$ cat src/hw/isa_pkg.sv
// Alpha integer ISA encodings: ALU functions, operand selects, branch conditions
package isa_pkg;

  //////////////////////////////////////////////////
  // ALU function codes
  //////////////////////////////////////////////////
  localparam logic [4:0] alu_addq   = 5'h00;
  localparam logic [4:0] alu_subq   = 5'h01;
  localparam logic [4:0] alu_and    = 5'h02;
  localparam logic [4:0] alu_bic    = 5'h03;
  localparam logic [4:0] alu_bis    = 5'h04;
  localparam logic [4:0] alu_ornot  = 5'h05;
  localparam logic [4:0] alu_xor    = 5'h06;
  localparam logic [4:0] alu_eqv    = 5'h07;
  localparam logic [4:0] alu_srl    = 5'h08;
  localparam logic [4:0] alu_sll    = 5'h09;
  localparam logic [4:0] alu_sra    = 5'h0a;
  localparam logic [4:0] alu_mulq   = 5'h0b;   // Handled by the multiplier
  localparam logic [4:0] alu_cmpeq  = 5'h0c;
  localparam logic [4:0] alu_cmplt  = 5'h0d;
  localparam logic [4:0] alu_cmple  = 5'h0e;
  localparam logic [4:0] alu_cmpult = 5'h0f;
  localparam logic [4:0] alu_cmpule = 5'h10;

  //////////////////////////////////////////////////
  // Operand mux selects
  //////////////////////////////////////////////////
  localparam logic [1:0] opa_is_rega     = 2'h0;
  localparam logic [1:0] opa_is_mem_disp = 2'h1;
  localparam logic [1:0] opa_is_npc      = 2'h2;
  localparam logic [1:0] opa_is_not3     = 2'h3;   // Mask for jump targets

  localparam logic [1:0] opb_is_regb    = 2'h0;
  localparam logic [1:0] opb_is_alu_imm = 2'h1;
  localparam logic [1:0] opb_is_br_disp = 2'h2;

  // Branch conditions, IR bits 28..26
  localparam logic [2:0] br_lbc = 3'h0;
  localparam logic [2:0] br_eq  = 3'h1;
  localparam logic [2:0] br_lt  = 3'h2;
  localparam logic [2:0] br_le  = 3'h3;
  localparam logic [2:0] br_lbs = 3'h4;
  localparam logic [2:0] br_ne  = 3'h5;
  localparam logic [2:0] br_ge  = 3'h6;
  localparam logic [2:0] br_gt  = 3'h7;

endpackage

$ cat src/hw/ex_pkg.sv
// Execute stage datapath widths and result bus encodings
package ex_pkg;

  //////////////////////////////////////////////////
  // Datapath widths
  //////////////////////////////////////////////////
  localparam int xlen         = 64;   // Data and PC
  localparam int inst_bits    = 32;
  localparam int reg_bits     = 5;    // Register tag
  localparam int history_bits = 8;    // PHT index

  // Branch result field on the result buses
  localparam int br_result_bits   = 2;
  localparam int br_res_is_branch = 1;   // Instruction was a branch
  localparam int br_res_taken     = 0;   // Branch was taken

endpackage

$ cat src/hw/ex_operand_sel.sv
// Immediate forms, operand muxes and execution unit decode for one issue bus
`timescale 1ns/1ps

module ex_operand_sel
  import isa_pkg::*, ex_pkg::*;
(
  input  logic [inst_bits-1:0] ir,
  input  logic [xlen-1:0]      npc,
  input  logic [xlen-1:0]      rega,
  input  logic [xlen-1:0]      regb,
  input  logic [1:0]           opa_select,
  input  logic [1:0]           opb_select,
  input  logic [4:0]           alu_func,
  input  logic                 valid,
  input  logic                 cond_branch,
  input  logic                 uncond_branch,
  input  logic                 rd_mem,
  input  logic                 wr_mem,
  output logic [xlen-1:0]      opa,
  output logic [xlen-1:0]      opb,
  output logic                 mult_valid,
  output logic                 alu_valid,
  output logic                 branch_valid,
  output logic                 lsq_valid
);

  logic [xlen-1:0] mem_disp;
  logic [xlen-1:0] br_disp;
  logic [xlen-1:0] alu_imm;
  logic            is_mulq;

  // Immediates pulled from the instruction word
  assign mem_disp = {{(xlen-16){ir[15]}}, ir[15:0]};
  assign br_disp  = {{(xlen-23){ir[20]}}, ir[20:0], 2'b00};   // Word displacement
  assign alu_imm  = {{(xlen-8){1'b0}}, ir[20:13]};

  always_comb
  begin
    opa = rega;
    case (opa_select)
      opa_is_rega:     opa = rega;
      opa_is_mem_disp: opa = mem_disp;
      opa_is_npc:      opa = npc;
      opa_is_not3:     opa = ~xlen'(3);
    endcase
  end

  always_comb
  begin
    opb = '0;   // Only on an illegal select
    case (opb_select)
      opb_is_regb:    opb = regb;
      opb_is_alu_imm: opb = alu_imm;
      opb_is_br_disp: opb = br_disp;
      default:        opb = '0;
    endcase
  end

  //////////////////////////////////////////////////
  // Unit decode
  //////////////////////////////////////////////////
  assign is_mulq      = alu_func == alu_mulq;
  assign mult_valid   = valid && is_mulq;
  assign alu_valid    = valid && !is_mulq && !rd_mem;   // Loads complete via memory
  assign branch_valid = valid && (cond_branch || uncond_branch);
  assign lsq_valid    = valid && (rd_mem || wr_mem);

  always_comb
  begin
    if (valid)
      assert (opb_select != 2'h3) else $error("opb_select has the illegal value");
  end

endmodule

$ cat config.mk
export PLATFORM = sky130hd
export DESIGN_NAME = ex_operand_sel
export DESIGN_NICKNAME = d
export VERILOG_FILES = /design/src/hw/isa_pkg.sv /design/src/hw/ex_pkg.sv /design/src/hw/ex_operand_sel.sv
export SDC_FILE = /design/constraint.sdc
export NUM_CORES = 1
export LEC_CHECK = 0
export ABC_AREA = 1
export ABC_CLOCK_PERIOD_IN_PS = 1900
export BUFFER_PORTS_ARGS = -buffer_cell sky130_fd_sc_hd__buf_2
export CAP_MARGIN = 10
export CORE_AREA = 2 2 143 145
export DETAILED_ROUTE_END_ITERATION = 16
export DIE_AREA = 0 0 145 147
export PLACE_DENSITY = 0.4
export SLEW_MARGIN = 10
export SYNTH_ARGS = -nofsm -noshare
export SYNTH_HDL_FRONTEND = slang
export SYNTH_SLANG_ARGS = --single-unit
$ cat constraint.sdc
create_clock -name vclk -period 1.9
set_input_delay 0.19 -clock vclk [all_inputs]
set_output_delay 0.19 -clock vclk [all_outputs]
set_load 0.05 [all_outputs]
# --- Word-level counts from Yosys, hierarchy flattened ---
# Index checks and enable logic that the tools add are counted.
totals:
  register_bits: 0
  out_inout_bits: 132
op_classes:
  n_mux: 2
  eq_ne: 6
  reduce_logical: 11
op_table:
  columns: ["cell", "count"]
  rows:
  - ["64-bit case mux with 4 select lines", 1]
  - ["64-bit case mux with 3 select lines", 1]
  - ["2-bit equality test (second input constant)", 3]
  - ["5-bit by 4-bit equality test with 1-bit output (second input constant)", 1]
  - ["1-bit logical AND", 5]
  - ["2-bit by 1-bit equality test with 1-bit output (second input constant)", 2]
  - ["2-bit logical NOT", 2]
  - ["1-bit logical NOT", 2]
  - ["1-bit logical OR", 2]

# --- Depth between registers and ports, before layout ---
# Gate-level depths: netlist (run 1).
logic_depth:
  ltp_word: 4
  ltp_mapped: 5
  mapped_depth_nobuf: 4

# --- Least setup slack after synthesis (run 1) ---
# Ideal clock, no wire load.
synth_timing:
  path_type: "in2out"
  from: "input opb_select[0]"
  to: "output opb[0]"
  stages: 3
  arrival_time_ps: 1570
  setup_slack_ps: 140
  path_cell_list: "buf_2 nand2_1 o21ai_0"
synth_via:
  elab_chain_len: 2
synth_rtl:
  columns: ["element", "line_no", "rtl"]
  rows:
  - ["start, declared", "ex_operand_sel.sv:12", "input logic [1:0] opb_select,"]
  - ["2-bit equality test, or another cell as far along", "ex_operand_sel.sv:51", "case (opb_select)"]
  - ["64-bit case mux with 3 select lines *", "ex_operand_sel.sv:51", null]
  - ["end, declared", "ex_operand_sel.sv:20", "output logic [xlen-1:0] opb,"]
# Every way passes the cells marked *; elsewhere a longest branch is shown, timed or not.

# --- Final worst setup path (run 1) ---
layout_timing:
  from: "input opa_select[1]"
  to: "output opa[14]"
layout_via:
  elab_chain_len: 2
layout_rtl:
  columns: ["element", "line_no", "rtl"]
  rows:
  - ["start, declared", "ex_operand_sel.sv:11", "input logic [1:0] opa_select,"]
  - ["2-bit equality test, or another cell as far along", "ex_operand_sel.sv:40", "case (opa_select)"]
  - ["64-bit case mux with 4 select lines *", "ex_operand_sel.sv:40", null]
  - ["end, declared", "ex_operand_sel.sv:19", "output logic [xlen-1:0] opa,"]
# Marked as above.

==> results.py, run 1 <==
metrics = {
    "outcome": {
        "outcome": "complete, no violations",
    },
    "synth": {
        "synth.yosys.warnings": 0,
        "ys_types": 12,
        "netlist_instances": 421,
        "syn_nets": 659,
        "ys_top_cells_by_area": "nand2_1, nand3_1, buf_2",
        "yosysSeqAreaShare_pct": 0,
        "netlist_area_sq_um": 1778,
        "syn_area_per_cell_sq_um": 4.223,
        "synth_top_area_share_pct": 54.05,
        "synth_top_area_cell": "nand2_1",
    },
    "cells_and_area": {
        "nFlopsAndLatches": 0,
        "fin_nets": 994,
        "drive_above_1_share_pct": 49.47,
        "diodes": 0,
        "syn_to_final_growth_pct": 118.6,
        "fin_area_sq_um": 3886,
        "layout_commonest_cell": "buf_2",
        "seqCellArea_sq_um": 0,
        "layout_common_cells": "buf_2, nand2_1, nand3_1",
        "nClkBuffers": 0,
    },
    "place": {
        "hpwl_mm": 10.43,
        "port_buffers": 359,
        "gp_congestion": 0.7476,
        "dpl-instance-area_sq_um": 3886,
    },
    "routing": {
        "route.vias.total": 3841,
        "wl_mm": 12.53,
        "drt-vias-per-instance": 3.751,
        "ant_nets": 0,
        "post_drt_wl_per_cell_um": 12.23,
        "drtIter0Drc": 213,
        "first_pass_iters": 5,
        "drc": 0,
    },
    "clocking": {
        "cts_resized": 0,
        "hold_buffers": 0,
        "post_cts_buffers": 0,
    },
    "pwr": {
        "ir_drop_mv": 0.1393,
        "p_per_area_nw_per_um2": 425.3,
        "power_leakage_uw": 0.002486,
    },
    "setup_path": {
        "max_stage_delay_ns": 0.35,
        "crit_path_end_kind": "primary output",
        "crit_chain": "buf_2, inv_1, nand3_1, nand3_1, buf_2",
        "worst-path-max-fanout": 14,
        "worstPathRequired_ns": 1.71,
        "crit_type": "primary input to primary output",
        "arrival_ns": 1.34,
        "startpoint_type": "primary input",
        "crit_path_top_delay_cell": "inv_1",
    },
    "hold_path": {
        "hold_end": "opb[59]",
        "min_path_type": "primary input to primary output",
        "min-delay-start": "regb[59]",
        "holdPathStages": 4,
    },
    "sta": {
        "post-route-period-util_pct": 80.37,
        "slew_viol_final": 0,
        "hold_ws_ns": 0.7641,
        "fin_tns_setup_ns": 0,
        "min_period_ns": 1.527,
        "max_slew.worst_pin.slew_ns": 0.4149,
        "slew_headroom_pct": 72.34,
        "fmax_ghz": 0.6549,
        "grt_setup_unrepaired": "no",
        "setup_violations": 0,
        "hold_violations": 0,
    },
    "floorplan": {
        "std_cell_rows": 52,
        "die_y_um": 147,
        "pin_count": 370,
        "coreArea_sq_um": 19840,
        "start_util_pct": 8.960,
        "dieArea_sq_um": 21320,
        "die_w_um": 145,
    },
    "job": {
        "cap_violations": 0,
    },
    "grt": {
        "grt.total_usage_pct": 10.64,
        "grt.overflow.total": 0,
        "grt_pass1_wl_mm": 18.74,
        "grt_pass1_vias": 3431,
        "grt_antenna_before_repair": 0,
        "grt_max_degree": 65,
    },
}
cell families after synthesis:
group           count (synthesis)  synth area share [%]
buf+inv                        43                 11.05
simple gates                  359                 83.60
compound gates                 19                 5.348
synth_stat cells:
master,number
a21oi_1,1
buf_2,28
clkbuf_1,6
inv_1,8
inv_2,1
nand2_1,256
nand2_2,1
nand3_1,91
nor2_1,8
nor2_4,3
o21ai_0,17
o21ai_1,1
metal layers:
metal / global-route usage (%) / wire length, um / vias up
li1: - / - / 2000
met1: 13.21 / 5112 / 1631
met2: 20.31 / 6335 / 199
met3: 1.522 / 895 / 11
met4: 0.6436 / 184 / 0
met5: 0 / 0 / -
critical path: cells and delay by family:
| family | cells | cell delay, ns |
|---|---|---|
| buffers and inverters | 3 | 0.84 |
| AND/OR/NAND/NOR | 2 | 0.29 |
worst max-delay path by stage:
| stage | slack (ns) | from | endpoint |
|---|---|---|---|
| final | 0.37 | opa_select[1] | opa[14] |
| after detailed placement | 0.32 | opa_select[1] | opa[14] |
| after CTS | 0.32 | opa_select[1] | opa[14] |
| after floorplan | 0.14 | opb_select[0] | opb[0] |
| after global placement | 0.30 | opa_select[1] | opa[14] |
| after global routing | 0.25 | opa_select[1] | opa[14] |
report_power, final:
group / switching, uW / internal, uW / total, uW
Combinational: 1210 / 441 / 1650
Clock: 0 / 0 / 0
Sequential: 0 / 0 / 0
Total: 1210 / 441 / 1650
stage by stage:
stage	total power, uW	instances	worst slack, ns	utilization [%]
finish	1653	1024	0.3730	19.58
global route	1755	1024	0.2457	19.58
CTS	1665	1024	0.3164	19.58
detailed placement	1660	1024	0.3180	19.58
global placement	1670	1024	0.3024	19.58
floorplan	1109	421	0.1401	-
area by class of cell:
class,count,area [sq um]
fill,2365,15960
inverter,9,33.78
multi-input combinational,378,1593
tap,270,337.8
timing repair buffer,367,1922
Power figures use the tool's default switching activity.
==> run 2, diff against run 1 <==
--- a/config.mk
+++ b/config.mk
@@ -5,14 +5,14 @@
 export SDC_FILE = /design/constraint.sdc
 export NUM_CORES = 1
 export LEC_CHECK = 0
-export ABC_AREA = 1
-export ABC_CLOCK_PERIOD_IN_PS = 1900
+export ABC_AREA = 0
+export ABC_CLOCK_PERIOD_IN_PS = 1300
 export BUFFER_PORTS_ARGS = -buffer_cell sky130_fd_sc_hd__buf_2
 export CAP_MARGIN = 10
-export CORE_AREA = 2 2 143 145
+export CORE_AREA = 2 2 142 144
 export DETAILED_ROUTE_END_ITERATION = 16
-export DIE_AREA = 0 0 145 147
-export PLACE_DENSITY = 0.4
+export DIE_AREA = 0 0 144 146
+export PLACE_DENSITY = 0.43
 export SLEW_MARGIN = 10
 export SYNTH_ARGS = -nofsm -noshare
 export SYNTH_HDL_FRONTEND = slang
==> constraint.sdc (replaced) <==
create_clock -name vclk -period 1.3
set_input_delay 0.13 -clock vclk [all_inputs]
set_output_delay 0.13 -clock vclk [all_outputs]
set_load 0.05 [all_outputs]
==> run 2 against run 1 <==
- routed wire length decreased by 4.5%
- global-route usage shrank 0.92 points
- non-clock buffer count increased by 32
- total power rose by 65%
- hold slack got worse by 0.15 ns
- clock-buffer cell count did not move
- final cell count is 13% lower
- largest power group unchanged
- utilization grew 5.0 points
- via count shrank 11%
- highest routed layer unchanged
==> results.py, run 2 <==
metrics = {
    "outcome": {
        "outcome": "complete, no violations",
    },
    "sta": {
        "post-route-period-util_pct": 95.42,
        "fin_tns_setup_ns": 0,
        "slew_headroom_pct": 77.75,
        "hold_violations": 0,
        "min_period_ns": 1.240,
        "max_slew.worst_pin.slew_ns": 0.3293,
        "setup_violations": 0,
        "slew_viol_final": 0,
        "fmax_ghz": 0.8062,
    },
    "routing": {
        "route.vias.total": 3422,
        "wl_mm": 11.96,
        "drc": 0,
        "ant_nets": 0,
        "post_drt_wl_per_cell_um": 13.41,
        "drt-vias-per-instance": 3.836,
        "drtIter0Drc": 84,
        "first_pass_iters": 4,
    },
    "cells_and_area": {
        "layout_commonest_cell": "buf_2",
        "fin_cells": 892,
        "seqCellArea_sq_um": 0,
        "layout_common_cells": "buf_2, mux2i_1, a21oi_2",
        "drive_above_1_share_pct": 76.56,
        "nClkBuffers": 0,
        "fin_area_sq_um": 4752,
        "nFlopsAndLatches": 0,
        "syn_to_final_growth_pct": 139.2,
        "fin_nets": 867,
        "final_util_pct": 24.58,
        "diodes": 0,
    },
    "synth": {
        "synth_top_area_cell": "mux2i_1",
        "synth.yosys.warnings": 0,
        "syn_nets": 500,
        "netlist_area_sq_um": 1987,
        "ys_top_cells_by_area": "mux2i_1, a21o_1, a21oi_1",
        "yosysSeqAreaShare_pct": 0,
        "synth_simple_gate_area_share_pct": 6.045,
        "synthAdderAreaFrac_pct": 0,
        "ys_types": 20,
        "netlist_instances": 262,
        "synthMuxAreaShare_pct": 43.32,
        "synthTopCellsByCount": "mux2i_1, a21oi_1, a21o_1, nor2_1, a2bb2oi_1",
        "synth-compound-area-share_pct": 38.22,
        "synth_top_area_share_pct": 43.32,
        "synth_most_common_cell": "mux2i_1",
        "syn_area_per_cell_sq_um": 7.584,
        "synth_top_family_by_area": "multiplexers",
        "synth_xor_area_share_pct": 0,
    },
    "pwr": {
        "p_clk_share_pct": 0,
        "swShare_pct": 65.66,
        "pwr-share-seq_pct": 0,
        "p_int_uw": 934.6,
        "power_leakage_uw": 0.002813,
        "ir_drop_mv": 0.2430,
        "combPwrFrac_pct": 100.0,
        "p_per_area_nw_per_um2": 572.7,
        "power.net_switching_uw": 1787,
    },
    "grt": {
        "grt.overflow.total": 0,
        "grt_antenna_before_repair": 0,
        "grt_pass1_wl_mm": 16.93,
        "grt_max_degree": 47,
        "grt.total_usage_pct": 9.728,
        "grt_pass1_vias": 3270,
    },
    "floorplan": {
        "die_w_um": 144,
        "pin_count": 370,
        "start_util_pct": 10.28,
        "die_y_um": 146,
        "coreArea_sq_um": 19330,
        "std_cell_rows": 51,
        "dieArea_sq_um": 21020,
    },
    "place": {
        "gp_congestion": 0.8007,
        "placedCellCount": 892,
        "hpwl_mm": 10.33,
        "dpl-instance-area_sq_um": 4612,
        "port_buffers": 359,
    },
    "setup_path": {
        "worst-path-max-fanout": 12,
        "crit_type": "primary input to primary output",
        "startpoint_type": "primary input",
        "arrival_ns": 1.11,
        "crit_path_end_kind": "primary output",
        "worstPathRequired_ns": 1.17,
    },
    "clocking": {
        "post_cts_buffers": 0,
        "hold_buffers": 0,
    },
    "job": {
        "cap_violations": 0,
    },
    "hold_path": {
        "min_path_type": "primary input to primary output",
    },
}
==> run 2: power groups by stage <==
stage / sequential [uW] / combinational (uW) / clock (uW)
floorplan: 0 / 1830 / 0
global placement: 0 / 2680 / 0
detailed placement: 0 / 2680 / 0
CTS: 0 / 2690 / 0
global route: 0 / 2870 / 0
finish: 0 / 2720 / 0
==> run 2: worst paths after layout <==
check | startpoint | to | slack [ns] | depth (start not counted)
hold / removal | alu_func[0] | alu_valid | 0.61 | 3
setup / recovery | opa_select[1] | opa[43] | 0.06 | 6
==> run 2: kinds of logic after synthesis <==
| family | after synthesis |
|---|---|
| muxes | 86 |
| AOI/OAI and AO/OA | 115 |
| buffers and inverters | 37 |
| and+or+nand+nor | 24 |
==> run 2: timing repair <==
item | CTS | global route
setup endpoints to repair | 2 | 63
gates resized for setup | 4 | 48
pin swaps | 0 | 0
==> run 2: metrics by stage <==
stage / worst slack, ns / hold WS [ns] / total power (uW)
finish: 0.05957 / 0.6134 / 2721
global placement: -0.01449 / 0.6151 / 2680
floorplan: -0.2334 / 0.4794 / 1832
global route: -0.01363 / 0.6220 / 2868
detailed placement: -0.01445 / 0.6098 / 2675
CTS: 0.003498 / 0.6120 / 2691
==> run 2: final cells by class <==
cell class,instances,area (sq um)
repair buffers,399,2350
multi-input cells,225,2058
well taps,265,331.6
fillers,2165,14580
inverters,3,12.51
==> run 2: critical path, stage by stage <==
cell,delay [ns]
buf_6,0.13
buf_12,0.15
buf_4,0.15
mux2i_2,0.15
a21oi_2,0.12
buf_2,0.26
==> run 2: per-layer routing <==
metal	global-route usage, %	up-vias	routed length, um
met4	0.6863	0	95
met1	10.11	1544	4275
li1	-	1710	-
met2	20.86	160	6622
met5	0	-	0
met3	1.119	8	967
