===== config.mk =====
export PLATFORM = sky130hd
export DESIGN_NAME = ex_arbiter
export DESIGN_NICKNAME = d
export VERILOG_FILES = /design/src/hw/ex_pkg.sv /design/src/hw/ex_arbiter.sv
export SDC_FILE = /design/constraint.sdc
export NUM_CORES = 1
export LEC_CHECK = 0
export ABC_AREA = 1
export BUFFER_PORTS_ARGS = -buffer_cell sky130_fd_sc_hd__buf_2
export CORE_AREA = 2 2 357 359
export DETAILED_ROUTE_END_ITERATION = 8
export DIE_AREA = 0 0 359 361
export SLEW_MARGIN = 10
export SYNTH_ARGS = -nofsm -noshare
export SYNTH_HDL_FRONTEND = slang
export SYNTH_SLANG_ARGS = --single-unit
export TNS_END_PERCENT = 10

===== constraint.sdc =====
create_clock -name vclk -period 0.9
set_input_delay 0.135 -clock vclk [all_inputs]
set_output_delay 0.135 -clock vclk [all_outputs]
set_load 0.01 [all_outputs]

===== src/hw/ex_pkg.sv =====
// Execute stage datapath widths and result bus encodings
package ex_pkg;

  //////////////////////////////////////////////////
  // Datapath widths
  //////////////////////////////////////////////////
  localparam int xlen         = 64;   // Data and PC
  localparam int inst_bits    = 32;
  localparam int reg_bits     = 5;    // Register tag
  localparam int history_bits = 8;    // PHT index

  // Branch result field on the result buses
  localparam int br_result_bits   = 2;
  localparam int br_res_is_branch = 1;   // Instruction was a branch
  localparam int br_res_taken     = 0;   // Branch was taken

endpackage


===== src/hw/ex_arbiter.sv =====
// Result bus arbitration among ALU, multiplier and memory return, with stall generation
`timescale 1ns/1ps

module ex_arbiter
  import ex_pkg::*;
(
  input  logic                      alu_valid_1, alu_valid_2,
  input  logic                      branch_valid_1, branch_valid_2,
  input  logic                      branch_taken_1, branch_taken_2,
  input  logic                      mispredict_1, mispredict_2,
  input  logic [history_bits-1:0]   pht_idx_1, pht_idx_2,
  input  logic [xlen-1:0]           npc_1, npc_2,
  input  logic [reg_bits-1:0]       dest_reg_1, dest_reg_2,
  input  logic [xlen-1:0]           alu_result_1, alu_result_2,
  input  logic                      mult_valid_1, mult_valid_2,
  input  logic [xlen-1:0]           mult_npc_1, mult_npc_2,
  input  logic [reg_bits-1:0]       mult_dest_reg_1, mult_dest_reg_2,
  input  logic [xlen-1:0]           mult_result_1, mult_result_2,
  input  logic                      mult_valid_in_2,   // MULQ offered on bus 2
  input  logic [reg_bits-1:0]       mem_tag,
  input  logic [xlen-1:0]           mem_value,
  input  logic                      mem_valid,
  output logic                      stall_bus_1, stall_bus_2, stall_mult_2,
  output logic [xlen-1:0]           ex_npc_1, ex_npc_2,
  output logic [reg_bits-1:0]       ex_dest_reg_1, ex_dest_reg_2,
  output logic [xlen-1:0]           ex_result_1, ex_result_2,
  output logic                      ex_mispredict_1, ex_mispredict_2,
  output logic [br_result_bits-1:0] ex_branch_result_1, ex_branch_result_2,
  output logic [history_bits-1:0]   ex_pht_idx_1, ex_pht_idx_2,
  output logic                      ex_valid_1, ex_valid_2
);

  logic want_1;
  logic want_2;
  logic grant_mult_1;
  logic grant_alu_1;
  logic grant_mem;
  logic grant_mult_2;
  logic grant_alu_2;

  //////////////////////////////////////////////////
  // Fixed priority grants
  //////////////////////////////////////////////////
  assign want_1       = alu_valid_1 || branch_valid_1;
  assign want_2       = alu_valid_2 || branch_valid_2;
  assign grant_mult_1 = mult_valid_1;
  assign grant_alu_1  = want_1 && !grant_mult_1;
  assign grant_mem    = mem_valid;
  assign grant_mult_2 = mult_valid_2 && !mem_valid;   // Memory return goes first
  assign grant_alu_2  = want_2 && !mem_valid && !mult_valid_2;

  assign stall_mult_2 = mem_valid;   // Freeze bus 2 multiplier behind a memory return
  assign stall_bus_1  = want_1 && grant_mult_1;
  assign stall_bus_2  = (want_2 && !grant_alu_2) || (mult_valid_in_2 && stall_mult_2);

  // Bus 1 result
  always_comb
  begin
    ex_valid_1         = grant_mult_1 || grant_alu_1;
    ex_npc_1           = grant_mult_1 ? mult_npc_1 : npc_1;
    ex_dest_reg_1      = grant_mult_1 ? mult_dest_reg_1 : dest_reg_1;
    ex_result_1        = grant_mult_1 ? mult_result_1 : alu_result_1;
    ex_branch_result_1 = '0;
    ex_mispredict_1    = 1'b0;
    ex_pht_idx_1       = '0;
    if (grant_alu_1 && branch_valid_1)
    begin
      ex_branch_result_1[br_res_is_branch] = 1'b1;
      ex_branch_result_1[br_res_taken]     = branch_taken_1;
      ex_mispredict_1                      = mispredict_1;
      ex_pht_idx_1                         = pht_idx_1;
    end
  end

  // Bus 2 result
  always_comb
  begin
    ex_valid_2         = grant_mem || grant_mult_2 || grant_alu_2;
    ex_npc_2           = npc_2;
    ex_dest_reg_2      = dest_reg_2;
    ex_result_2        = alu_result_2;
    ex_branch_result_2 = '0;
    ex_mispredict_2    = 1'b0;
    ex_pht_idx_2       = '0;
    if (grant_mem)
    begin
      ex_npc_2      = '0;   // No PC comes back with a load
      ex_dest_reg_2 = mem_tag;
      ex_result_2   = mem_value;
    end
    else if (grant_mult_2)
    begin
      ex_npc_2      = mult_npc_2;
      ex_dest_reg_2 = mult_dest_reg_2;
      ex_result_2   = mult_result_2;
    end
    else if (grant_alu_2 && branch_valid_2)
    begin
      ex_branch_result_2[br_res_is_branch] = 1'b1;
      ex_branch_result_2[br_res_taken]     = branch_taken_2;
      ex_mispredict_2                      = mispredict_2;
      ex_pht_idx_2                         = pht_idx_2;
    end
  end

endmodule


Word level (Yosys, flattened, before mapping)

Index checks and enable logic that the tools add are counted.

Flip-flop bits (word level): 0
Logic and storage cells: 40
Output and inout port bits: 293

Reduce and logical (&&, ||, !) cells: 19
Mux-type cells: 21

Operators by type and width:

| cell                | number |
|---|---|
| $mux W64            | 6 |
| $mux W8             | 4 |
| $mux W5             | 3 |
| $logic_and A1 B1 Y1 | 9 |
| $mux W2             | 4 |
| $logic_or A1 B1 Y1  | 6 |
| $logic_not A1 Y1    | 4 |
| $mux W1             | 4 |

Logic depth before layout (Yosys ltp)

Gate-level depths: netlist (run 1).

Depth after elaboration: 7
Mapped depth: 6
Mapped depth without buffers: 3

Worst setup path before layout (run 1)

No wires, ideal clock.

Kind: input to output
Start point: in mult_valid_2
End point: out ex_dest_reg_2[0]
Setup slack: -0.097 ns
Data required time: 0.765 ns
Arrival time: 0.862 ns
Stages on the path: 5
Cells stage by stage: buf_4 > nor2_8 > buf_1 > nand2_1 > nand3_1

Longest elaborated chain between the ends: 3

RTL lines:

| item                | line             | RTL |
|---|---|---|
| from (decl)         | ex_arbiter.sv:15 | `input logic mult_valid_1, mult_valid_2,` |
| $logic_and A1 B1 Y1 | ex_arbiter.sv:49 | `assign grant_mult_2 = mult_valid_2 && !mem_valid;` |
| $mux W5             | ex_arbiter.sv:91 | `else if (grant_mult_2)` |
| $mux W5             | ex_arbiter.sv:85 | `if (grant_mem)` |
| to (decl)           | ex_arbiter.sv:25 | `output logic [reg_bits-1:0] ex_dest_reg_1, ex_dest_reg_2,` |

No other way between the ends.

Worst setup path after layout (run 1)

Start point: in mem_valid
End point: out ex_result_2[55]

Longest elaborated chain between the ends: 4

RTL lines:

| item                | line             | RTL |
|---|---|---|
| from (decl)         | ex_arbiter.sv:22 | `input logic mem_valid,` |
| $logic_not A1 Y1    | ex_arbiter.sv:49 |  |
| $logic_and A1 B1 Y1 | ex_arbiter.sv:49 |  |
| $mux W64            | ex_arbiter.sv:91 |  |
| $mux W64 (*)        | ex_arbiter.sv:85 |  |
| to (decl)           | ex_arbiter.sv:26 | `output logic [xlen-1:0] ex_result_1, ex_result_2,` |

Mark *: on every way between the ends. The rest lies on a longest branch, timed or not.

==> report_table.html, run 1 <==
<table>
<tr><th>Metric</th><th>Value</th></tr>
<tr><th colspan="2">Die</th></tr>
<tr><td>Std-Cell Core Area</td><td>125000 µm²</td></tr>
<tr><td>Total die area</td><td>between 100000 and 150000 µm²</td></tr>
<tr><td>Initial cell density of the core</td><td>3.30%</td></tr>
<tr><td>Number of rows in the core area</td><td>130</td></tr>
<tr><td>Height of the chip</td><td>361 µm</td></tr>
<tr><td>Number of top-level pins</td><td>922</td></tr>
<tr><td>DIE WIDTH</td><td>359 µm</td></tr>
<tr><th colspan="2">Worst setup path</th></tr>
<tr><td>CP max stage cell</td><td>buf_12</td></tr>
<tr><td>Delay-heaviest family, CP</td><td>buffers and inverters</td></tr>
<tr><td>Crit path kind</td><td>in2out</td></tr>
<tr><td>Worst setup EP type</td><td>output port</td></tr>
<tr><td>Crit-path most repeated cell</td><td>buf_12</td></tr>
<tr><td>Buf/Inv on CP</td><td>4</td></tr>
<tr><td>Worst Path Arrival</td><td>1.15 ns</td></tr>
<tr><td>Required time at the worst-slack endpoint</td><td>0.76 ns</td></tr>
<tr><td>Maximum fanout count along the critical path</td><td>15</td></tr>
<tr><td>Launching element type of the critical path</td><td>input pin</td></tr>
<tr><td>Max incr delay on CP</td><td>0.19 ns</td></tr>
<tr><td>Cells along the critical path</td><td>buf_12, nor2_8, buf_12, buf_16, nand2_1, nand3_2, buf_6</td></tr>
<tr><th colspan="2">Layout</th></tr>
<tr><td>Final standard cell area without fillers</td><td>about 13000 µm²</td></tr>
<tr><td>Filler instances</td><td>14809</td></tr>
<tr><td>Sequential cells</td><td>0</td></tr>
<tr><td>Fraction of final layout cells sized beyond drive strength 1</td><td>61.2%</td></tr>
<tr><td>Clock buffers</td><td>0</td></tr>
<tr><td>Register area</td><td>0 µm²</td></tr>
<tr><td>Final-stage net count</td><td>2562</td></tr>
<tr><td>Synthesis-to-finish area growth</td><td>208%</td></tr>
<tr><th colspan="2">Placed design</th></tr>
<tr><td>Final RePlAce weighted congestion</td><td>1.01</td></tr>
<tr><td>DPL Wire Length</td><td>around 58000 µm</td></tr>
<tr><td>Input/output buffers</td><td>922</td></tr>
<tr><td>Placed Area</td><td>11400 µm²</td></tr>
<tr><th colspan="2">Global route</th></tr>
<tr><td>Wire length of the first global-routing pass</td><td>about 84000 µm</td></tr>
<tr><td>Total gr overflow</td><td>0</td></tr>
<tr><td>Number of global-route vias before repair</td><td>10297</td></tr>
<tr><td>Number of antenna violations at the first check in global routing</td><td>75</td></tr>
<tr><td>Overall Global Routing Usage</td><td>9.28%</td></tr>
<tr><td>Maximum number of pins on one net before global-route repair</td><td>90</td></tr>
<tr><th colspan="2">Detailed routing</th></tr>
<tr><td>Detail-routed via count per cell</td><td>3.04</td></tr>
<tr><td>Number of vias after detailed routing</td><td>around 11000</td></tr>
<tr><td>Pre-Repair DR Iteration Count</td><td>5</td></tr>
<tr><td>Aggregate routed wire length</td><td>approximately 65000 µm</td></tr>
<tr><td>Number of DRC markers after the initial detailed-route iteration</td><td>697</td></tr>
<tr><td>Post-route antenna net violation count</td><td>0</td></tr>
<tr><td>Number of DRC violations after detailed routing</td><td>0</td></tr>
<tr><td>Final routed wire length divided by cell count</td><td>approximately 18 µm</td></tr>
<tr><th colspan="2">STA</th></tr>
<tr><td>Setup repair after global routing missed its margin</td><td>yes</td></tr>
<tr><td>Minimum clock period after layout</td><td>~1.3 ns</td></tr>
<tr><td>Final max-slew violation count</td><td>0</td></tr>
<tr><td>Final worst path period share</td><td>142%</td></tr>
<tr><td>Count of final hold-check violations</td><td>0</td></tr>
<tr><td>Final hold slack</td><td>0.543 ns</td></tr>
<tr><td>Worst rel slew slack</td><td>74.0%</td></tr>
<tr><td>Slew @ Worst Pin</td><td>0.389 ns</td></tr>
<tr><td>Least setup slack across all paths after layout</td><td>-0.381 ns</td></tr>
<tr><td>Final setup vio count</td><td>around 290</td></tr>
<tr><td>Fmax</td><td>781 MHz</td></tr>
<tr><th colspan="2">Synthesis</th></tr>
<tr><td>Compound-Gate Fraction of Synth Area</td><td>0.121%</td></tr>
<tr><td>Sequential share of the synthesized area</td><td>0%</td></tr>
<tr><td>Number of distinct library cell variants in the gate-level netlist after synthesis</td><td>12</td></tr>
<tr><td>Area fraction in and, or, nand and nor cells after synthesis</td><td>between 80% and 90%</td></tr>
<tr><td>Largest family of logic cells by synthesized area</td><td>simple AND/OR/NAND/NOR gates</td></tr>
<tr><td>Share of the synthesized netlist area taken by xor and xnor gates</td><td>0%</td></tr>
<tr><td>Post-synthesis area per instance</td><td>4.12 µm²</td></tr>
<tr><td>Mapped Nets</td><td>1633</td></tr>
<tr><td>Mux share of post-synthesis cell area</td><td>0%</td></tr>
<tr><td>Mapped Cells</td><td>around 1000</td></tr>
<tr><td>Adder-Cell Fraction of Synth Area</td><td>0%</td></tr>
<tr><td>Yosys warns</td><td>0</td></tr>
<tr><td>Syn Std Cell Area</td><td>4140 µm²</td></tr>
<tr><th colspan="2">Power</th></tr>
<tr><td>Sw frac</td><td>between 50% and 60%</td></tr>
<tr><td>Worst supply voltage drop on vdd</td><td>0.284 mV</td></tr>
<tr><td>Combinational fraction of design power</td><td>100.0%</td></tr>
<tr><td>Net load switching power</td><td>0.00339 W</td></tr>
<tr><td>Clk pwr share</td><td>0%</td></tr>
<tr><td>Power density over the cells</td><td>roughly 500 nW/µm²</td></tr>
<tr><td>Static leakage</td><td>7.23 nW</td></tr>
<tr><td>Reg power frac</td><td>0%</td></tr>
<tr><td>Internal Dissipation</td><td>between 0.003 and 0.004 W</td></tr>
<tr><th colspan="2">Status</th></tr>
<tr><td>Violations in the final reports</td><td>setup timing</td></tr>
<tr><td>Result of the run</td><td>finished with violations</td></tr>
<tr><th colspan="2">Flow run</th></tr>
<tr><td>Max-capacitance violation count</td><td>0</td></tr>
<tr><th colspan="2">Clock tree</th></tr>
<tr><td>CTS Hold Bufs</td><td>0</td></tr>
<tr><th colspan="2">Min path</th></tr>
<tr><td>Worst hold-check path type</td><td>in2out</td></tr>
</table>
==> metal layers <==
layer  vias up  share of wire (%)  global-route usage (%)
met5         -               0.15                       0
met4        16                4.4                    2.54
met3       172                 11                    2.73
li1       5002                  -                       -
met2       831                 48                    16.3
met1      4907                 37                    10.9
==> metrics by stage <==
step | TNS (ns) | util [%] | power (W) | cells | worst slack, ns
2_1_floorplan | -9.39 | - | 0.00212 | 1004 | -0.0546
3_3_place_gp | -87.75 | 9.08 | 0.00553 | 3568 | -0.551
3_5_place_dp | -89.69 | 9.08 | 0.00554 | 3568 | -0.546
4_1_cts | -67.03 | 9.78 | 0.00614 | 3580 | -0.367
5_1_grt | -80.30 | 10.2 | 0.00689 | 3590 | -0.394
6_report | -66.55 | 10.2 | 0.00642 | 3597 | -0.381
==> layout make-up <==
class                      instances  area [µm²]  share of cell area, %
timing repair buffer            1010        6320                   49.5
multi-input combinational        897        4240                   33.2
tap                             1650        2060                   16.2
inverter                          24         100                  0.784
antenna                           16        40.0                  0.314
==> final timing paths <==
path | start | endpoint | slack (ns) | cells after the start
worst min-delay path | npc_1[43] | ex_npc_1[43] | 0.54 | 4
worst max-delay path | mem_valid | ex_result_2[55] | -0.38 | 7
==> cell usage in the layout, fill, tap and decap left out, types with 7 or more instances in the layout <==
cell type	count
nand2_2	112
nand2_1	547
buf_2	827
buf_6	77
nor2_2	7
nor2_1	13
buf_16	7
buf_4	69
nand3_2	32
inv_1	22
nand2_4	11
buf_12	21
nand3_1	167
diode_2	16
==> kinds of logic (layout without fill, tap and decap cells) <==
kind of cell           Yosys count  count (layout)
buffers and inverters          107            1034
and+or+nand+nor                896             896
AOI/OAI and AO/OA                1               1
other                            0              16
==> power groups by stage <==
stage	Combinational, W	Sequential [W]	Clock [W]
after global placement	0.00553	0	0
after floorplan	0.00212	0	0
final	0.00642	0	0.00000000242
after detailed placement	0.00554	0	0
after global routing	0.00689	0	0.00000000135
after CTS	0.00614	0	0
==> cells in the mapped netlist (all sizes together) <==
| cell type | number | share of area [%] |
|---|---|---|
| a21oi | 1 | 0.12 |
| buf | 53 | 7.3 |
| clkbuf | 30 | 2.7 |
| inv | 24 | 2.2 |
| nand2 | 670 | 61 |
| nand3 | 202 | 24 |
| nor2 | 24 | 2.6 |
==> repair_timing <==
| action | 4_1_cts | 5_1_grt |
|---|---|---|
| pin swaps | 7 | 2 |
| buffers inserted | 6 | 0 |
| resized for setup | 181 | 100 |
| cloned | 6 | 1 |
| setup endpoints to repair | 293 | 293 |
(Power assumes the default switching activity.)
==> inputs of run 2 (changes only) <==
--- a/config.mk
+++ b/config.mk
@@ -7,9 +7,9 @@
 export LEC_CHECK = 0
 export ABC_AREA = 1
 export BUFFER_PORTS_ARGS = -buffer_cell sky130_fd_sc_hd__buf_2
-export CORE_AREA = 2 2 357 359
+export CORE_AREA = 2 2 359 361
 export DETAILED_ROUTE_END_ITERATION = 8
-export DIE_AREA = 0 0 359 361
+export DIE_AREA = 0 0 361 363
 export SLEW_MARGIN = 10
 export SYNTH_ARGS = -nofsm -noshare
 export SYNTH_HDL_FRONTEND = slang
==> constraint.sdc (replaced) <==
create_clock -name vclk -period 1.61
set_input_delay 0.2415 -clock vclk [all_inputs]
set_output_delay 0.2415 -clock vclk [all_outputs]
set_load 0.01 [all_outputs]
==> run 2 against run 1 <==
  * The run now ends clean
  * Die area is 1.1% higher
  * First-iteration DRC count rose by 20%
  * Worst hold slack improved by 0.21 ns
  * Global-route usage up 0.63 points
  * Final cell count rose by 0.11%
  * Flip-flop and latch count did not move
  * Worst setup slack better by 0.41 ns
  * Core utilization down 0.99 points
  * Sequential share of layout area did not move
  * Non-clock buffer count is 22 lower
  * Critical path depth up 1
  * Power down 51%
  * Critical path type unchanged
==> report_table.html, run 2 (synthesis results as in run 1) <==
<table>
<tr><th>Metric</th><th>Value</th></tr>
<tr><th colspan="2">STA</th></tr>
<tr><td>Count of final hold-check violations</td><td>0 (unchanged)</td></tr>
<tr><td>Slew @ Worst Pin</td><td>0.540 ns (+0.151 ns)</td></tr>
<tr><td>Final setup vio count</td><td>0 (-100%)</td></tr>
<tr><td>Final max-slew violation count</td><td>0 (unchanged)</td></tr>
<tr><td>Final worst path period share</td><td>98.0%</td></tr>
<tr><td>Worst rel slew slack</td><td>63.9% (-10 points)</td></tr>
<tr><td>Setup repair after global routing missed its margin</td><td>yes</td></tr>
<tr><td>Fmax</td><td>634 MHz</td></tr>
<tr><td>Minimum clock period after layout</td><td>1.58 ns</td></tr>
<tr><th colspan="2">Layout</th></tr>
<tr><td>Final-stage net count</td><td>2540 (-0.86%)</td></tr>
<tr><td>Sequential cells</td><td>0 (unchanged)</td></tr>
<tr><td>Clock buffers</td><td>0 (unchanged)</td></tr>
<tr><td>Filler instances</td><td>15100 (+2.0%)</td></tr>
<tr><td>Fraction of final layout cells sized beyond drive strength 1</td><td>53.6% (-7.6 points)</td></tr>
<tr><td>Register area</td><td>0 µm² (unchanged)</td></tr>
<tr><td>Most common cell after layout, fill and taps aside</td><td>buf_2</td></tr>
<tr><td>Leading cell types in the layout, fill and taps excluded</td><td>905 x buf_2, 659 x nand2_1, 189 x nand3_1, 43 x buf_4, 22 x inv_1</td></tr>
<tr><td>Synthesis-to-finish area growth</td><td>182%</td></tr>
<tr><td>Post-Layout Cell Count</td><td>3601 (+0.11%)</td></tr>
<tr><th colspan="2">Power</th></tr>
<tr><td>Reg power frac</td><td>0% (unchanged)</td></tr>
<tr><td>Combinational fraction of design power</td><td>100.0% (about the same)</td></tr>
<tr><td>Net load switching power</td><td>0.00175 W (-48%)</td></tr>
<tr><td>Sw frac</td><td>55.2% (+2.5 points)</td></tr>
<tr><td>Internal Dissipation</td><td>0.00142 W (-53%)</td></tr>
<tr><td>Static leakage</td><td>6.80 nW (-5.9%)</td></tr>
<tr><td>Overall power</td><td>0.00318 W (-51%)</td></tr>
<tr><td>Worst supply voltage drop on vdd</td><td>0.154 mV (-46%)</td></tr>
<tr><td>Clk pwr share</td><td>0% (unchanged)</td></tr>
<tr><td>Power density over the cells</td><td>272 nW/µm² (-46%)</td></tr>
<tr><th colspan="2">Die</th></tr>
<tr><td>DIE WIDTH</td><td>361 µm (+0.56%)</td></tr>
<tr><td>Std-Cell Core Area</td><td>127000 µm² (+1.3%)</td></tr>
<tr><td>Number of top-level pins</td><td>922 (unchanged)</td></tr>
<tr><td>Height of the chip</td><td>363 µm (+0.55%)</td></tr>
<tr><td>Number of rows in the core area</td><td>131 (+0.77%)</td></tr>
<tr><td>Total die area</td><td>131000 µm² (+1.1%)</td></tr>
<tr><td>Initial cell density of the core</td><td>3.26% (-0.042 points)</td></tr>
<tr><th colspan="2">Global route</th></tr>
<tr><td>Maximum number of pins on one net before global-route repair</td><td>86 (-4.4%)</td></tr>
<tr><td>Met1 track demand over resource in global routing</td><td>13.4% (+2.5 points)</td></tr>
<tr><td>Total gr overflow</td><td>0 (unchanged)</td></tr>
<tr><td>Wire length of the first global-routing pass</td><td>88100 µm (+4.2%)</td></tr>
<tr><td>Met2 usage</td><td>15.6% (-0.71 points)</td></tr>
<tr><td>Number of antenna violations at the first check in global routing</td><td>103 (+37%)</td></tr>
<tr><td>Number of global-route vias before repair</td><td>9932 (-3.5%)</td></tr>
<tr><td>Busiest layer in global routing</td><td>met2</td></tr>
<tr><td>Global routing usage on met3</td><td>2.71% (-0.019 points)</td></tr>
<tr><td>Overall Global Routing Usage</td><td>9.92% (+0.63 points)</td></tr>
<tr><th colspan="2">Flow run</th></tr>
<tr><td>Max-capacitance violation count</td><td>0 (unchanged)</td></tr>
<tr><th colspan="2">Worst setup path</th></tr>
<tr><td>Buf/Inv on CP</td><td>5 (+1)</td></tr>
<tr><td>Stages on the worst setup path</td><td>8 (+1)</td></tr>
<tr><td>CP max stage cell</td><td>nor2_8</td></tr>
<tr><td>Worst setup EP type</td><td>output port</td></tr>
<tr><td>Termination of the worst setup path</td><td>ex_dest_reg_2[2]</td></tr>
<tr><td>Crit-path most repeated cell</td><td>buf_12</td></tr>
<tr><td>Delay-heaviest family, CP</td><td>buffers and inverters</td></tr>
<tr><td>Worst Path Arrival</td><td>1.34 ns (+0.19 ns)</td></tr>
<tr><td>Origin of the worst setup path</td><td>mult_valid_2</td></tr>
<tr><td>Crit path kind</td><td>in2out</td></tr>
<tr><td>Required time at the worst-slack endpoint</td><td>1.37 ns (+0.61 ns)</td></tr>
<tr><td>Max incr delay on CP</td><td>0.19 ns (about the same)</td></tr>
<tr><td>Maximum fanout count along the critical path</td><td>7 (-8)</td></tr>
<tr><td>Cells along the critical path</td><td>buf_8, nor2_8, buf_12, buf_12, buf_16, nand2_1, nand3_2, buf_2</td></tr>
<tr><td>Launching element type of the critical path</td><td>input pin</td></tr>
<tr><th colspan="2">Detailed routing</th></tr>
<tr><td>Final routed wire length divided by cell count</td><td>19.6 µm (+8.0%)</td></tr>
<tr><td>Number of DRC markers after the initial detailed-route iteration</td><td>838 (+20%)</td></tr>
<tr><td>Aggregate routed wire length</td><td>70500 µm (+8.2%)</td></tr>
<tr><td>Number of vias after detailed routing</td><td>10912 (-0.15%)</td></tr>
<tr><td>Pre-Repair DR Iteration Count</td><td>7 (+2)</td></tr>
<tr><td>Number of DRC violations after detailed routing</td><td>0 (unchanged)</td></tr>
<tr><td>Post-route antenna net violation count</td><td>0 (unchanged)</td></tr>
<tr><td>Detail-routed via count per cell</td><td>3.03 (-0.26%)</td></tr>
<tr><th colspan="2">Placed design</th></tr>
<tr><td>Input/output buffers</td><td>922 (unchanged)</td></tr>
<tr><td>Instance count after placement with tap cells included</td><td>3558 (-0.28%)</td></tr>
<tr><td>DPL Wire Length</td><td>63700 µm (+9.2%)</td></tr>
<tr><td>Final RePlAce weighted congestion</td><td>0.933 (-7.4%)</td></tr>
<tr><th colspan="2">Min path</th></tr>
<tr><td>Worst hold-check path type</td><td>in2out</td></tr>
<tr><th colspan="2">Clock tree</th></tr>
<tr><td>CTS Hold Bufs</td><td>0 (unchanged)</td></tr>
<tr><th colspan="2">Status</th></tr>
<tr><td>Result of the run</td><td>complete, no violations</td></tr>
</table>
==> run 2: cell count changes in the layout (fill, tap and decap cells not counted), moves of 3 or more <==
| cell | before | now |
|---|---|---|
| nand3_4 | 3 | 0 |
| buf_8 | 6 | 1 |
| clkbuf_16 | 1 | 4 |
| nand2_4 | 11 | 2 |
| nand3_1 | 167 | 189 |
| buf_12 | 21 | 14 |
| buf_2 | 827 | 905 |
| buf_4 | 69 | 43 |
| diode_2 | 16 | 30 |
| buf_6 | 77 | 11 |
| nand2_2 | 112 | 9 |
| nand3_2 | 32 | 13 |
| nand2_1 | 547 | 659 |
==> run 2: how the worst min path moves through the flow <==
stage               slack [ns]  cells past startpoint             start                     to
floorplan                 0.57                      2    branch_taken_1  ex_branch_result_1[0]
global placement          0.75                      4  alu_result_1[54]        ex_result_1[54]
detailed placement        0.75                      4  alu_result_1[54]        ex_result_1[54]
CTS                       0.76                      4         npc_1[46]           ex_npc_1[46]
global route              0.77                      4  alu_result_1[54]        ex_result_1[54]
finish                    0.75                      4         npc_1[12]           ex_npc_1[12]
==> run 2: layer usage <==
layer / part of all wire [%] / wire [µm]
met1: 43 / 30400
met2: 42 / 29600
met3: 10 / 7260
met4: 4.3 / 3030
met5: 0.26 / 184
==> run 2: power groups by stage <==
stage               clock network (W)  registers (W)  logic (W)
detailed placement                  0              0    0.00299
floorplan                           0              0    0.00113
global route           0.000000000749              0    0.00343
finish                  0.00000000257              0    0.00318
CTS                                 0              0    0.00311
global placement                    0              0    0.00298
==> run 2: layout make-up <==
type	instances	area [µm²]	share of cell area [%]
well taps	1662	2080	17.8
repair buffers	988	5640	48.3
multi-input cells	897	3770	32.3
diodes	30	75.1	0.643
inverters	24	105	0.901
==> run 2: stage by stage <==
step           cell area, µm²  setup slack (ns)  hold slack [ns]  util, %  setup TNS, ns
2_1_floorplan            4140             0.400            0.570        -              0
3_3_place_gp            11000            -0.292            0.755     8.69          -4.24
3_5_place_dp            11000            -0.292            0.754     8.69          -4.42
4_1_cts                 11300           -0.0668            0.757     8.92         -0.210
5_1_grt                 11600           -0.0362            0.771     9.15         -0.249
6_report                11700            0.0325            0.754     9.19              0
==> run 2: what timing repair did <==
item                                    in CTS  in global routing
buffers inserted                             3                  2
pin swaps                                    2                  4
gates cloned                                 4                  4
resized for setup                           36                 38
endpoints found under the setup margin      80                 72
==> inputs of run 3 (changes only) <==
--- a/config.mk
+++ b/config.mk
@@ -6,7 +6,7 @@
 export NUM_CORES = 1
 export LEC_CHECK = 0
 export ABC_AREA = 1
-export BUFFER_PORTS_ARGS = -buffer_cell sky130_fd_sc_hd__buf_2
+export BUFFER_PORTS_ARGS = -buffer_cell sky130_fd_sc_hd__buf_4
 export CORE_AREA = 2 2 359 361
 export DETAILED_ROUTE_END_ITERATION = 8
 export DIE_AREA = 0 0 361 363
==> constraint.sdc (replaced) <==
create_clock -name vclk -period 1.61
set_input_delay 0.322 -clock vclk [all_inputs]
set_output_delay 0.322 -clock vclk [all_outputs]
set_load 0.01 [all_outputs]
==> run 3 against run 2 <==
  * The flow now finishes with violations (setup timing)
  * Largest cell class unchanged
  * Final area increased by 26%
  * Via count down 1.5%
  * Core utilization is 2.3 points higher
  * Count of clock-buffer cells in the layout unchanged
  * Routed wire length rose by 2.4%
  * Power increased by 30%
  * Largest power group unchanged
  * Combinational power increased by 30%
  * Worst setup slack worse by 0.17 ns
==> report_table.html, run 3 (synthesis results as in run 1) <==
<table>
<tr><th>Metric</th><th>Value</th></tr>
<tr><th colspan="2">Layout</th></tr>
<tr><td>Final core utilization</td><td>11.5% (+2.3 points)</td></tr>
<tr><td>Sequential cells</td><td>0 (unchanged)</td></tr>
<tr><td>Final standard cell area without fillers</td><td>14700 µm² (+26%)</td></tr>
<tr><td>Most common cell after layout, fill and taps aside</td><td>buf_4</td></tr>
<tr><td>Synthesis-to-finish area growth</td><td>254%</td></tr>
<tr><td>Fraction of final layout cells sized beyond drive strength 1</td><td>58.0% (+4.4 points)</td></tr>
<tr><td>Leading cell types in the layout, fill and taps excluded</td><td>912 x buf_4, 615 x nand2_1, 158 x nand3_1, 53 x nand2_2, 52 x buf_6</td></tr>
<tr><td>Filler instances</td><td>14823 (-1.8%)</td></tr>
<tr><td>Clock buffers</td><td>0 (unchanged)</td></tr>
<tr><td>Register area</td><td>0 µm² (unchanged)</td></tr>
<tr><td>Area of the multi-input gates</td><td>4040 µm² (+7.1%)</td></tr>
<tr><td>Final-stage net count</td><td>2561 (+0.83%)</td></tr>
<tr><th colspan="2">Global route</th></tr>
<tr><td>Number of global-route vias before repair</td><td>9927 (-0.050%)</td></tr>
<tr><td>Total gr overflow</td><td>0 (unchanged)</td></tr>
<tr><td>Wire length of the first global-routing pass</td><td>89200 µm (+1.2%)</td></tr>
<tr><td>Overall Global Routing Usage</td><td>9.98% (+0.060 points)</td></tr>
<tr><td>Maximum number of pins on one net before global-route repair</td><td>47 (-45%)</td></tr>
<tr><td>Number of antenna violations at the first check in global routing</td><td>56 (-46%)</td></tr>
<tr><th colspan="2">Worst setup path</th></tr>
<tr><td>Maximum fanout count along the critical path</td><td>6 (-1)</td></tr>
<tr><td>Launching element type of the critical path</td><td>input pin</td></tr>
<tr><td>Crit path kind</td><td>in2out</td></tr>
<tr><td>Worst Path Arrival</td><td>1.43 ns (+0.09 ns)</td></tr>
<tr><td>Required time at the worst-slack endpoint</td><td>1.29 ns (-0.08 ns)</td></tr>
<tr><td>Worst setup EP type</td><td>output port</td></tr>
<tr><th colspan="2">Detailed routing</th></tr>
<tr><td>Post-route antenna net violation count</td><td>0 (unchanged)</td></tr>
<tr><td>Pre-Repair DR Iteration Count</td><td>5 (-2)</td></tr>
<tr><td>Routed metal-1 wirelength</td><td>31800 µm (+4.3%)</td></tr>
<tr><td>Final routed wire length divided by cell count</td><td>20.1 µm (+2.5%)</td></tr>
<tr><td>Highest Signal Layer</td><td>met5</td></tr>
<tr><td>Met2 routed WL</td><td>32500 µm (+9.9%)</td></tr>
<tr><td>Routed wl met3</td><td>6210 µm (-14%)</td></tr>
<tr><td>Number of DRC markers after the initial detailed-route iteration</td><td>722 (-14%)</td></tr>
<tr><td>Detail-routed via count per cell</td><td>2.99 (-1.3%)</td></tr>
<tr><td>Number of vias after detailed routing</td><td>10753 (-1.5%)</td></tr>
<tr><td>Number of DRC violations after detailed routing</td><td>0 (unchanged)</td></tr>
<tr><td>Aggregate routed wire length</td><td>72200 µm (+2.4%)</td></tr>
<tr><th colspan="2">Placed design</th></tr>
<tr><td>Input/output buffers</td><td>922 (unchanged)</td></tr>
<tr><td>DPL Wire Length</td><td>64000 µm (+0.38%)</td></tr>
<tr><td>Placed Area</td><td>13400 µm² (+21%)</td></tr>
<tr><td>Final RePlAce weighted congestion</td><td>0.959 (+2.8%)</td></tr>
<tr><th colspan="2">Status</th></tr>
<tr><td>Violations in the final reports</td><td>setup timing</td></tr>
<tr><td>Result of the run</td><td>finished with violations</td></tr>
<tr><th colspan="2">STA</th></tr>
<tr><td>Count of final hold-check violations</td><td>0 (unchanged)</td></tr>
<tr><td>Least setup slack across all paths after layout</td><td>-0.138 ns (-0.170 ns)</td></tr>
<tr><td>Setup repair after global routing missed its margin</td><td>yes</td></tr>
<tr><td>Final setup vio count</td><td>65 (+65)</td></tr>
<tr><td>Worst rel slew slack</td><td>76.8% (+13 points)</td></tr>
<tr><td>Final max-slew violation count</td><td>0 (unchanged)</td></tr>
<tr><td>Minimum clock period after layout</td><td>1.75 ns (+0.170 ns)</td></tr>
<tr><td>Final worst path period share</td><td>109% (+11 points)</td></tr>
<tr><td>Slew @ Worst Pin</td><td>0.347 ns (-0.193 ns)</td></tr>
<tr><td>Fmax</td><td>572 MHz (-9.7%)</td></tr>
<tr><th colspan="2">Clock tree</th></tr>
<tr><td>CTS Hold Bufs</td><td>0 (unchanged)</td></tr>
<tr><th colspan="2">Die</th></tr>
<tr><td>DIE WIDTH</td><td>361 µm (unchanged)</td></tr>
<tr><td>Initial cell density of the core</td><td>3.26% (unchanged)</td></tr>
<tr><td>Total die area</td><td>131000 µm² (unchanged)</td></tr>
<tr><td>Number of rows in the core area</td><td>131 (unchanged)</td></tr>
<tr><td>Std-Cell Core Area</td><td>127000 µm² (unchanged)</td></tr>
<tr><td>Height of the chip</td><td>363 µm (unchanged)</td></tr>
<tr><td>Number of top-level pins</td><td>922 (unchanged)</td></tr>
<tr><th colspan="2">Power</th></tr>
<tr><td>Static leakage</td><td>7.81 nW (+15%)</td></tr>
<tr><td>Worst supply voltage drop on vdd</td><td>0.141 mV (-8.5%)</td></tr>
<tr><td>Power density over the cells</td><td>282 nW/µm² (+3.5%)</td></tr>
<tr><th colspan="2">Flow run</th></tr>
<tr><td>Max-capacitance violation count</td><td>0 (unchanged)</td></tr>
<tr><th colspan="2">Min path</th></tr>
<tr><td>Worst hold-check path type</td><td>in2out</td></tr>
</table>
run 3: power breakdown:
group | leakage, nW | internal [W] | switching, W
Clock | 0.0000317 | 0.000000000423 | 0
Sequential | 0 | 0 | 0
Combinational | 7.81 | 0.00227 | 0.00186
run 3: per-stage QoR:
step | instances | worst slack, ns | total power [W] | TNS [ns] | hold slack [ns]
2_1_floorplan | 1004 | 0.239 | 0.00113 | 0 | 0.731
3_3_place_gp | 3566 | -0.144 | 0.00373 | -7.67 | 0.912
3_5_place_dp | 3566 | -0.153 | 0.00375 | -8.98 | 0.913
4_1_cts | 3586 | -0.100 | 0.00399 | -4.47 | 0.915
5_1_grt | 3593 | -0.170 | 0.00441 | -5.92 | 0.927
6_report | 3597 | -0.138 | 0.00413 | -2.76 | 0.914
run 3: final cells by class:
| cell class | count | area share (%) |
|---|---|---|
| inverter | 24 | 0.752 |
| multi-input combinational | 897 | 27.6 |
| antenna | 5 | 0.0854 |
| tap | 1662 | 14.2 |
| timing repair buffer | 1009 | 57.4 |
run 3: what timing repair did:
action                                  CTS  global route
gates resized for setup                 102           100
endpoints found under the hold margin     0             0
endpoints found under the setup margin  138           177
buffers inserted                         12             1
gates cloned                              8             5
pin swaps                                34            24
run 3: metal layers:
layer	track usage (%)	up-vias
met5	0	-
li1	-	4985
met4	0.796	18
met1	13.5	4884
met2	16.5	728
met3	2.36	138
run 3: critical path, stage by stage:
cell and delay (ns):
buf_12 0.11, buf_12 0.12, clkinv_8 0.05, buf_12 0.14, buf_12 0.11, buf_12 0.14, clkbuf_16 0.16, nand3_2 0.07
nand2_2 0.09, buf_6 0.10
run 3: worst paths after layout:
check	from	endpoint	slack [ns]	depth (start not counted)
worst max-delay path	mem_valid	ex_npc_2[25]	-0.14	10
worst min-delay path	npc_1[54]	ex_npc_1[54]	0.91	4
